File: src/hdl/debug_pkg.sv
package debug_pkg;

    // one serial character, as it goes over the line
    typedef logic [7:0] byte_t;

    // dumper states, one line per strobe
    typedef enum logic [1:0] {
        // waiting for a strobe from the dump timer
        DUMP_IDLE,
        // pick the next byte of the snapshot, or the newline
        DUMP_NEXT,
        // hold the byte until the transmitter is free
        DUMP_SEND,
        // byte handed over, wait for it to leave
        DUMP_WAIT
    } dump_state_t;

    // terminates every dump line
    localparam byte_t NEWLINE_BYTE = 8'h0A;

    // start bit, 8 data bits, stop bit
    localparam int FRAME_BITS = 10;

endpackage
File: src/hdl/debugger.sv
`timescale 1ns/1ps

module debugger #(
    parameter int DIVIDER_TICKS = 1199,
    parameter int DATA_WIDTH = 24,
    parameter int TICKS_PER_BIT = 8
) (
    input  logic                  clk_in,
    input  logic                  reset,
    input  logic [DATA_WIDTH-1:0] i_data,
    input  logic                  i_rx,
    output logic                  o_tx,
    output logic                  o_dump_active,
    output debug_pkg::byte_t      o_command,
    output logic                  o_command_valid,
    output logic                  o_command_busy,
    output logic                  o_frame_error
);

    // dumper to transmitter link
    logic             tx_start;
    debug_pkg::byte_t tx_byte;
    logic             tx_busy;

    debug_dumper #(
        .DIVIDER_TICKS(DIVIDER_TICKS),
        .DATA_WIDTH   (DATA_WIDTH)
    ) dumper0 (
        .clk_in       (clk_in),
        .reset        (reset),
        .i_data       (i_data),
        .i_tx_busy    (tx_busy),
        .o_tx_start   (tx_start),
        .o_tx_byte    (tx_byte),
        .o_dump_active(o_dump_active)
    );

    // done pulse has no user here, busy alone paces the dumper
    uart_tx #(
        .TICKS_PER_BIT(TICKS_PER_BIT)
    ) uart_tx0 (
        .clk_in (clk_in),
        .reset  (reset),
        .i_start(tx_start),
        .i_data (tx_byte),
        .o_tx   (o_tx),
        .o_busy (tx_busy),
        .o_done ()
    );

    uart_rx #(
        .TICKS_PER_BIT(TICKS_PER_BIT)
    ) uart_rx0 (
        .clk_in       (clk_in),
        .reset        (reset),
        .i_rx         (i_rx),
        .o_data       (o_command),
        .o_valid      (o_command_valid),
        .o_busy       (o_command_busy),
        .o_frame_error(o_frame_error)
    );

endmodule

File: src/hdl/debug_dumper.sv
`timescale 1ns/1ps

module debug_dumper #(
    parameter int DIVIDER_TICKS = 1199,
    parameter int DATA_WIDTH = 24
) (
    input  logic                  clk_in,
    input  logic                  reset,
    input  logic [DATA_WIDTH-1:0] i_data,
    input  logic                  i_tx_busy,
    output logic                  o_tx_start,
    output debug_pkg::byte_t      o_tx_byte,
    output logic                  o_dump_active
);

    localparam int NUM_BYTES = DATA_WIDTH / 8;
    localparam int TIMER_W = (DIVIDER_TICKS > 0) ? $clog2(DIVIDER_TICKS + 1) : 1;
    localparam int POS_W = $clog2(NUM_BYTES + 1);

    typedef logic [TIMER_W-1:0] timer_t;
    // bytes still to send before the newline
    typedef logic [POS_W-1:0] byte_pos_t;

    timer_t                 timer_count;
    logic                   dump_tick;
    debug_pkg::dump_state_t state;
    byte_pos_t              byte_pos;
    logic                   capture;
    logic [DATA_WIDTH-1:0]  snapshot;

    // free-running dump period timer
    assign dump_tick = (timer_count == timer_t'(DIVIDER_TICKS));

    always_ff @(posedge clk_in or posedge reset) begin
        if (reset) begin
            timer_count <= '0;
        end else if (dump_tick) begin
            timer_count <= '0;
        end else begin
            timer_count <= timer_count + 1'b1;
        end
    end

    // strobes that arrive mid-line are simply lost
    assign capture = dump_tick && (state == debug_pkg::DUMP_IDLE);

    always_ff @(posedge clk_in or posedge reset) begin
        if (reset) begin
            state    <= debug_pkg::DUMP_IDLE;
            byte_pos <= '0;
        end else begin
            case (state)
                debug_pkg::DUMP_IDLE: begin
                    if (capture) begin
                        byte_pos <= byte_pos_t'(NUM_BYTES);
                        state    <= debug_pkg::DUMP_NEXT;
                    end
                end
                debug_pkg::DUMP_NEXT: begin
                    state <= debug_pkg::DUMP_SEND;
                end
                debug_pkg::DUMP_SEND: begin
                    if (!i_tx_busy) begin
                        state <= debug_pkg::DUMP_WAIT;
                    end
                end
                debug_pkg::DUMP_WAIT: begin
                    // busy is already up the cycle after the start strobe
                    if (!i_tx_busy) begin
                        if (byte_pos == '0) begin
                            state <= debug_pkg::DUMP_IDLE;
                        end else begin
                            byte_pos <= byte_pos - 1'b1;
                            state    <= debug_pkg::DUMP_NEXT;
                        end
                    end
                end
                default: begin
                    state <= debug_pkg::DUMP_IDLE;
                end
            endcase
        end
    end

    always_ff @(posedge clk_in) begin
        if (capture) begin
            snapshot <= i_data;
        end
        if (state == debug_pkg::DUMP_NEXT) begin
            // msb first, newline once the position runs out
            if (byte_pos == '0) begin
                o_tx_byte <= debug_pkg::NEWLINE_BYTE;
            end else begin
                o_tx_byte <= snapshot[8 * byte_pos - 1 -: 8];
            end
        end
    end

    // two cycles after the strobe when the transmitter is free
    assign o_tx_start = (state == debug_pkg::DUMP_SEND) && !i_tx_busy;
    assign o_dump_active = (state != debug_pkg::DUMP_IDLE);

    a_width_bytes: assert property (
        @(posedge clk_in) (DATA_WIDTH % 8) == 0
    ) else $error("debug_dumper: DATA_WIDTH %0d is not whole bytes", DATA_WIDTH);

    // DUMP_WAIT relies on the transmitter taking every strobe at once
    a_start_taken: assert property (
        @(posedge clk_in) disable iff (reset)
        o_tx_start |=> i_tx_busy
    ) else $error("debug_dumper: transmitter did not take the start strobe");

    a_start_single: assert property (
        @(posedge clk_in) disable iff (reset)
        o_tx_start |=> !o_tx_start
    ) else $error("debug_dumper: start strobe held for two cycles");

endmodule

File: src/hdl/uart_rx.sv
`timescale 1ns/1ps

module uart_rx #(
    parameter int TICKS_PER_BIT = 8
) (
    input  logic             clk_in,
    input  logic             reset,
    input  logic             i_rx,
    output debug_pkg::byte_t o_data,
    output logic             o_valid,
    output logic             o_busy,
    output logic             o_frame_error
);

    localparam int TICK_W = (TICKS_PER_BIT > 1) ? $clog2(TICKS_PER_BIT) : 1;
    localparam int INDEX_W = $clog2(debug_pkg::FRAME_BITS);
    localparam int HALF_TICKS = TICKS_PER_BIT / 2;

    typedef logic [TICK_W-1:0] tick_t;
    typedef logic [INDEX_W-1:0] bit_index_t;

    logic             rx_meta;
    logic             rx_sync;
    logic             rx_prev;
    tick_t            tick_count;
    bit_index_t       bit_index;
    logic             sample_now;
    logic             stop_bit;
    logic             data_bit;
    debug_pkg::byte_t shift_reg;

    // first sample half a bit after the edge, then one full bit apart
    assign sample_now = (bit_index == '0) ? (tick_count == tick_t'(HALF_TICKS - 1))
                                          : (tick_count == tick_t'(TICKS_PER_BIT - 1));
    assign stop_bit = (bit_index == bit_index_t'(debug_pkg::FRAME_BITS - 1));
    assign data_bit = o_busy && sample_now && (bit_index != '0) && !stop_bit;

    // two-flop synchronizer plus one more stage for edge detection
    always_ff @(posedge clk_in or posedge reset) begin
        if (reset) begin
            rx_meta <= 1'b1;
            rx_sync <= 1'b1;
            rx_prev <= 1'b1;
        end else begin
            rx_meta <= i_rx;
            rx_sync <= rx_meta;
            rx_prev <= rx_sync;
        end
    end

    always_ff @(posedge clk_in or posedge reset) begin
        if (reset) begin
            o_busy        <= 1'b0;
            o_valid       <= 1'b0;
            o_frame_error <= 1'b0;
            o_data        <= '0;
            tick_count    <= '0;
            bit_index     <= '0;
        end else begin
            o_valid       <= 1'b0;
            o_frame_error <= 1'b0;
            if (!o_busy) begin
                if (rx_prev && !rx_sync) begin
                    o_busy     <= 1'b1;
                    tick_count <= '0;
                    bit_index  <= '0;
                end
            end else if (sample_now) begin
                tick_count <= '0;
                if (bit_index == '0) begin
                    // start bit gone high again at mid-bit, treat as a glitch
                    if (rx_sync) begin
                        o_busy <= 1'b0;
                    end else begin
                        bit_index <= bit_index + 1'b1;
                    end
                end else if (stop_bit) begin
                    o_busy <= 1'b0;
                    if (rx_sync) begin
                        o_data  <= shift_reg;
                        o_valid <= 1'b1;
                    end else begin
                        o_frame_error <= 1'b1;
                    end
                end else begin
                    bit_index <= bit_index + 1'b1;
                end
            end else begin
                tick_count <= tick_count + 1'b1;
            end
        end
    end

    // lsb arrives first, so shift in from the top
    always_ff @(posedge clk_in) begin
        if (data_bit) begin
            shift_reg <= {rx_sync, shift_reg[7:1]};
        end
    end

    a_one_outcome: assert property (
        @(posedge clk_in) disable iff (reset)
        !(o_valid && o_frame_error)
    ) else $error("uart_rx: valid and frame error in the same cycle");

endmodule

File: src/hdl/uart_tx.sv
`timescale 1ns/1ps

module uart_tx #(
    parameter int TICKS_PER_BIT = 8
) (
    input  logic             clk_in,
    input  logic             reset,
    input  logic             i_start,
    input  debug_pkg::byte_t i_data,
    output logic             o_tx,
    output logic             o_busy,
    output logic             o_done
);

    localparam int TICK_W = (TICKS_PER_BIT > 1) ? $clog2(TICKS_PER_BIT) : 1;
    localparam int INDEX_W = $clog2(debug_pkg::FRAME_BITS);

    typedef logic [TICK_W-1:0] tick_t;
    typedef logic [INDEX_W-1:0] bit_index_t;

    tick_t                           tick_count;
    bit_index_t                      bit_index;
    logic [debug_pkg::FRAME_BITS-1:0] frame;
    logic                            bit_end;

    assign bit_end = (tick_count == tick_t'(TICKS_PER_BIT - 1));

    // lsb of the frame is always the bit on the line, all ones when idle
    assign o_tx = frame[0];

    always_ff @(posedge clk_in or posedge reset) begin
        if (reset) begin
            frame      <= '1;
            o_busy     <= 1'b0;
            o_done     <= 1'b0;
            tick_count <= '0;
            bit_index  <= '0;
        end else begin
            o_done <= 1'b0;
            if (!o_busy) begin
                if (i_start) begin
                    // stop bit on top, start bit at the bottom
                    frame      <= {1'b1, i_data, 1'b0};
                    o_busy     <= 1'b1;
                    tick_count <= '0;
                    bit_index  <= '0;
                end
            end else if (bit_end) begin
                tick_count <= '0;
                if (bit_index == bit_index_t'(debug_pkg::FRAME_BITS - 1)) begin
                    // stop bit stays in frame[0], so the line rests high
                    o_busy <= 1'b0;
                    o_done <= 1'b1;
                end else begin
                    bit_index <= bit_index + 1'b1;
                    frame     <= {1'b1, frame[debug_pkg::FRAME_BITS-1:1]};
                end
            end else begin
                tick_count <= tick_count + 1'b1;
            end
        end
    end

    a_idle_high: assert property (
        @(posedge clk_in) disable iff (reset)
        !o_busy |-> o_tx
    ) else $error("uart_tx: line low while idle");

    a_start_idle: assert property (
        @(posedge clk_in) disable iff (reset)
        i_start |-> !o_busy
    ) else $error("uart_tx: start while busy, byte dropped");

endmodule

File: config.mk
export PLATFORM = sky130hd
export DESIGN_NAME = debugger
export DESIGN_NICKNAME = d
export VERILOG_FILES = /design/src/hdl/debug_pkg.sv /design/src/hdl/debugger.sv /design/src/hdl/debug_dumper.sv /design/src/hdl/uart_rx.sv /design/src/hdl/uart_tx.sv
export SDC_FILE = /design/constraint.sdc
export NUM_CORES = 1
export LEC_CHECK = 0
export BUFFER_PORTS_ARGS = -buffer_cell sky130_fd_sc_hd__buf_4
export CAP_MARGIN = 20
export CORE_MARGIN = 4
export CORE_UTILIZATION = 50
export CTS_CLUSTER_DIAMETER = 200
export DETAILED_ROUTE_END_ITERATION = 10
export PLACE_DENSITY = 0.7
export SLEW_MARGIN = 20
export SYNTH_ARGS = -nofsm -noshare
export SYNTH_HDL_FRONTEND = slang
export SYNTH_SLANG_ARGS = --single-unit
File: constraint.sdc
create_clock -name clk_in -period 4.85 [get_ports clk_in]
set_input_delay 0.2425 -clock clk_in [delete_from_list [all_inputs] [get_ports clk_in]]
set_output_delay 0.2425 -clock clk_in [all_outputs]
set_load 0.005 [all_outputs]
---- After elaboration in Yosys (flattened, before gate mapping) ----
Index checks and enable logic that the tools add are counted.
W data, S select, Z words.
word-level totals
  register bits ........................... 94
  input port bits ......................... 27
  output and inout bits ................... 13
  word-level logic and storage cells ...... 118
cells by class
  $add $sub $neg .......................... 7
  equality and inequality tests ........... 18
  shift-type cells ........................ 1
  mux-type cells .......................... 50
  bitwise logic cells ..................... 1
  reduce and logical (&&, ||, !) cells .... 22
operators with widths
  kind                     number
  $mux W10                 4
  $mux W4                  10
  $shiftx A31 B33 Y8       1
  $mux W1                  21
  $mux W3                  6
  $mux W2                  6
  $ne A2 B2 Y1 const B     6
  $add A11 B1 Y11 const B  1
  $eq A11 B11 Y1 const B   1
  $mux W11                 1
  $add A4 B1 Y4 const B    2
  $eq A4 B4 Y1 const B     2
  $pmux W2 S4              1
  $reduce_and A4 Y1        2
  $reduce_bool A2 Y1       4
  $add A3 B1 Y3 const B    2
  $eq A3 B3 Y1 const B     2
  $logic_and A1 B1 Y1      6
  $ne A3 B3 Y1 const B     2
  $reduce_and A3 Y1        2
  $sub A5 B1 Y6 const B    1
  $reduce_and A5 Y1        1
  $eq A2 B2 Y1 const B     2
  $logic_not A2 Y1         2
  other kinds (9)          11

---- Logic depth before layout (Yosys ltp) ----
  word-level depth ........................ 5
  depth in mapped cells ................... 8
  mapped depth without buffers ............ 6

---- Modules after synthesis ----
Synthesis repeated with hierarchy kept, for this count alone.
unflattened totals
  cell total of the unflattened synthesis .. 321
  area total of the unflattened synthesis .. 4226.6 µm²
modules (own cells, without submodules)
  module        times used  cells each  area each (µm²)  sequential area each (µm²)
  debug_dumper  1           146         1998.2           1336.3
  uart_rx       1           96          1278.7           769.5
  uart_tx       1           79          949.7            461.7

---- Worst setup path before layout ----
OpenSTA, ideal clock, no wires.
  path type ............................... reg2reg
  start point ............................. reg dumper0.timer_count[6]
  end point ............................... reg dumper0.snapshot[0], enable pin
  library setup time ...................... 0.466 ns
  data arrival time ....................... 3.329 ns
  required time ........................... 4.384 ns
  path slack .............................. 1.055 ns
  stages on the path, launching flop included .. 3
  path buffers ............................ 0
  period minus slack after synthesis ...... 3.795 ns
  path through ............................ dfrtp_1 -> or4b_4 -> nor4_1
on the way
  longest elaborated chain between the ends .. 2
ends and longest elaborated chain
  what                      RTL line            text
  start: declaration        debug_dumper.sv:24  timer_t timer_count;
  start signal: assignment  debug_dumper.sv:40  timer_count <= timer_count + 1'b1;
  $eq A11 B11 Y1            debug_dumper.sv:32  assign dump_tick = (timer_count == timer_t'(DIVIDER_TICKS));
  $logic_and A1 B1 Y1       debug_dumper.sv:45  assign capture = dump_tick && (state == debug_pkg::DUMP_IDLE);
  net dumper0.capture       debug_dumper.sv:28  logic capture;
  end signal: assignment    debug_dumper.sv:87  snapshot <= i_data;
  end: declaration          debug_dumper.sv:29  logic [DATA_WIDTH-1:0] snapshot;
The timed path passes the listed nets, and every way through them passes these cells.
A chain may end at the register's enable or synchronous reset.

---- Final worst setup path ----
  start point ............................. reg uart_rx0.bit_index[0]
  end point ............................... reg uart_rx0.o_data[5]
on the way
  longest elaborated chain between the ends .. 3
  elaborated cells on any way between the ends .. 5
  those cells by class .................... 1 x eq/ne; 1 x mux; 1 x bitwise; 2 x reduce/logical
ends and longest elaborated chain
  what                                          RTL line                      text
  start: declaration                            uart_rx.sv:26                 bit_index_t bit_index;
  start signal: assignment                      uart_rx.sv:75                 bit_index <= bit_index + 1'b1;
  start signal: assignment                      uart_rx.sv:86                 bit_index <= bit_index + 1'b1;
  $logic_not A4 Y1                              uart_rx.sv:33, uart_rx.sv:70
  $mux W1 / $not A1 Y1 (equally long branches)  -
  $reduce_and A5 Y1 (no line) (*)               -
  end signal: assignment                        uart_rx.sv:80                 o_data <= shift_reg;
  end: declaration                              uart_rx.sv:9                  output debug_pkg::byte_t o_data,
Every way passes the cells marked *; elsewhere a longest branch is shown, timed or not.

==> out/qor.txt <==
pwr/cell area - 329 mW/mm^2
CTS tree - yes
Hold WS - 0.0610 ns
dpl hpwl - 4.47 mm
post-DR vias/cell - 5.16
first-pass GRT wire length - 11.2 mm
Max Slew Vio Count - 0
Layout area overhead - 14.9%
Max Freq - 0.418 GHz
crit path DAT - 2.62 ns
R2R Setup Slk - 2.46 ns
yosys warns - 0
PostCTS Resize Cnt - 0
setup TNS - 0 ns
Routed WL - 6.51 mm
DRT Pass-1 Iters - 4
max_slew headroom - 40.1%
DR vias - 2396
number of top-level pins - 40
CP startpoint kind - flop
Post-Syn Nets - 354
initial antenna violation count - 0
Overall Global Routing Usage - 14.3%
Critical Path Sink - uart_rx0.o_data[5]$_DFFE_PP0P_
total die area - 0.00960 sq mm
row count - 32
vias in the first global route - 2332
# hold bufs at CTS - 1
Async SR Flop Fraction - 57.0%
R2R depth - 6
WS Path Type - flop to flop
WL/cell - 14.0 um
Mapped Area - 0.00405 sq mm
Worst Path Max Fanout - 9
share of layout cells above drive strength 1 - 24.0%
antenna viol nets, final - 0
Main synth FF type - dfrtp_1
clk_skew - 0.0183 ns
core area - 0.00781 sq mm
Worst Hold Class - primary input to asynchronous set/reset pin
Initial Util - 51.9%
Worst Tran Pin Value - 0.897 ns
Final period util - 49.3%
reg2reg end - uart_rx0.o_data[5]$_DFFE_PP0P_
maximum VDD drop - 0.140 mV
post-synthesis sequential area ratio - 62.8%
most frequent cells in the layout - 41 x dfrtp_1, 41 x buf_4, 40 x edfxtp_1
Synth Register Bits - 93
filler cell count - 644
largest net degree at the start of global routing - 54
final setup fails - 0
biggest regs - dumper0.snapshot (24), dumper0.timer_count (11), uart_tx0.frame (9)
outcome - completed
synthesized area per cell - 13.0 sq um
library cells used by synthesis - 48
RSZ-0062 raised after global routing - false
max FFs per register - 24
Post-synth EDFFs - 40
CP startpoint - uart_rx0.bit_index[0]$_DFFE_PP0P_
total congestion overflow - 0
setup repair bufs after CTS - 0
MaxCap Viol Count - 0
cell taking the most area after synthesis - edfxtp_1
n_diodes - 0
Residual DRC - 0
Sink Count - 93
Starting DRT DRC Count - 72
Die X - 98.0 um
Largest Register - dumper0.snapshot
Final Hold Fails - 0
Worst setup EP type - flop
clk buf depth - 2
CTS Buf Count - 9
CTS H-tree depth - 3
Final min period - 2.39 ns
RePlAce Congestion - 0.772
Mapped Cells - 312
Synth top area share - 29.7%
Port Buffers - 39
Skew-Pair Late Insertion Delay - 0.35 ns
Die H - 98.0 um
Worst-path clk slew - 0.09 ns
synth top area cells - edfxtp_1 30%, dfrtp_1 25%, dfstp_2 7.8%
Final #Nets - 399
RR Startpoint - uart_rx0.bit_index[0]$_DFFE_PP0P_
Root Buffer - clkbuf_8
Leakage - 1.90 nW
worst path required time - 5.08 ns
-- synthesized netlist by cell type (3+ instances only) --
cell,count
a21oi_1,19
a22o_1,3
a31oi_1,4
and3_1,4
buf_2,3
clkbuf_1,3
dfrtp_1,41
dfstp_2,12
edfxtp_1,40
ha_1,15
inv_1,15
mux2_4,8
mux2i_1,16
nand2_1,11
nand2b_1,4
nand3_1,11
nand3b_1,3
nand4_1,4
nor2_1,32
nor2b_1,4
o211ai_1,3
o21ai_0,18
xnor2_1,5
xor2_1,6
-- metrics by stage --
step	cell area [sq um]	instances	setup WS, ns	util [%]	power (mW)
floorplan	4050	312	1.05	-	1.00
global placement	4450	447	2.60	56.9	1.05
detailed placement	4450	447	2.51	56.9	1.05
CTS	4650	464	2.46	59.5	1.55
global route	4650	464	2.25	59.6	1.61
finish	4650	464	2.46	59.6	1.53
-- report_power, final --
part	leakage, nW	internal (mW)	switching [mW]	total (mW)
registers	1.02	0.849	0.0316	0.880
clock network	0.0943	0.239	0.254	0.493
logic	0.776	0.0799	0.0800	0.160
-- worst min path at each step --
stage	end	slack, ns	cells after the start
2_1_floorplan	uart_rx0.rx_meta$_DFF_PP1_	0.25	0
3_3_place_gp	uart_rx0.rx_sync$_DFF_PP1_	0.35	0
3_5_place_dp	uart_rx0.rx_sync$_DFF_PP1_	0.35	0
4_1_cts	dumper0.snapshot[20]$_DFFE_PP_	0.04	1
5_1_grt	dumper0.snapshot[5]$_DFFE_PP_	0.04	1
6_report	uart_tx0.bit_index[0]$_DFFE_PP0P_	0.06	2
-- final cells by class --
class	count	area, sq um	area share (%)
inverters	15	57.6	1.24
multi-input cells	196	1420	30.4
well taps	102	128	2.74
clock buffers	10	128	2.74
flip-flops and latches	93	2540	54.6
clock inverters	6	63.8	1.37
repair buffers	42	318	6.83
-- worst max-delay path: stages, from the launching register on --
cell and delay [ns]:
dfrtp_1 0.44, inv_1 0.08, ha_1 0.16, nor3b_4 0.29, mux2i_1 0.40, and3_1 0.57
mux2_4 0.35
-- cell families (layout without fill, tap and decap cells) --
family                   after synthesis  in the layout  share of synthesized area [%]
flip-flops                            93             93                           62.8
AND/OR/NAND/NOR                       89             89                           12.0
XOR/XNOR                              11             11                           2.38
AO/OA/AOI/OAI                         56             56                           8.53
adder cells (fa/ha/maj)               15             15                           4.64
buffers and inverters                 23             73                           2.50
multiplexers                          25             25                           7.20
-- per-layer routing --
| metal | share of wire (%) | vias up | track usage, % |
|---|---|---|---|
| li1 | - | 1207 | - |
| met4 | 1.1 | 0 | 4.79 |
| met1 | 47 | 1148 | 19.6 |
| met3 | 3.8 | 7 | 3.64 |
| met5 | 0 | - | 0 |
| met2 | 48 | 34 | 22.4 |
Power figures use the tool's default switching activity.
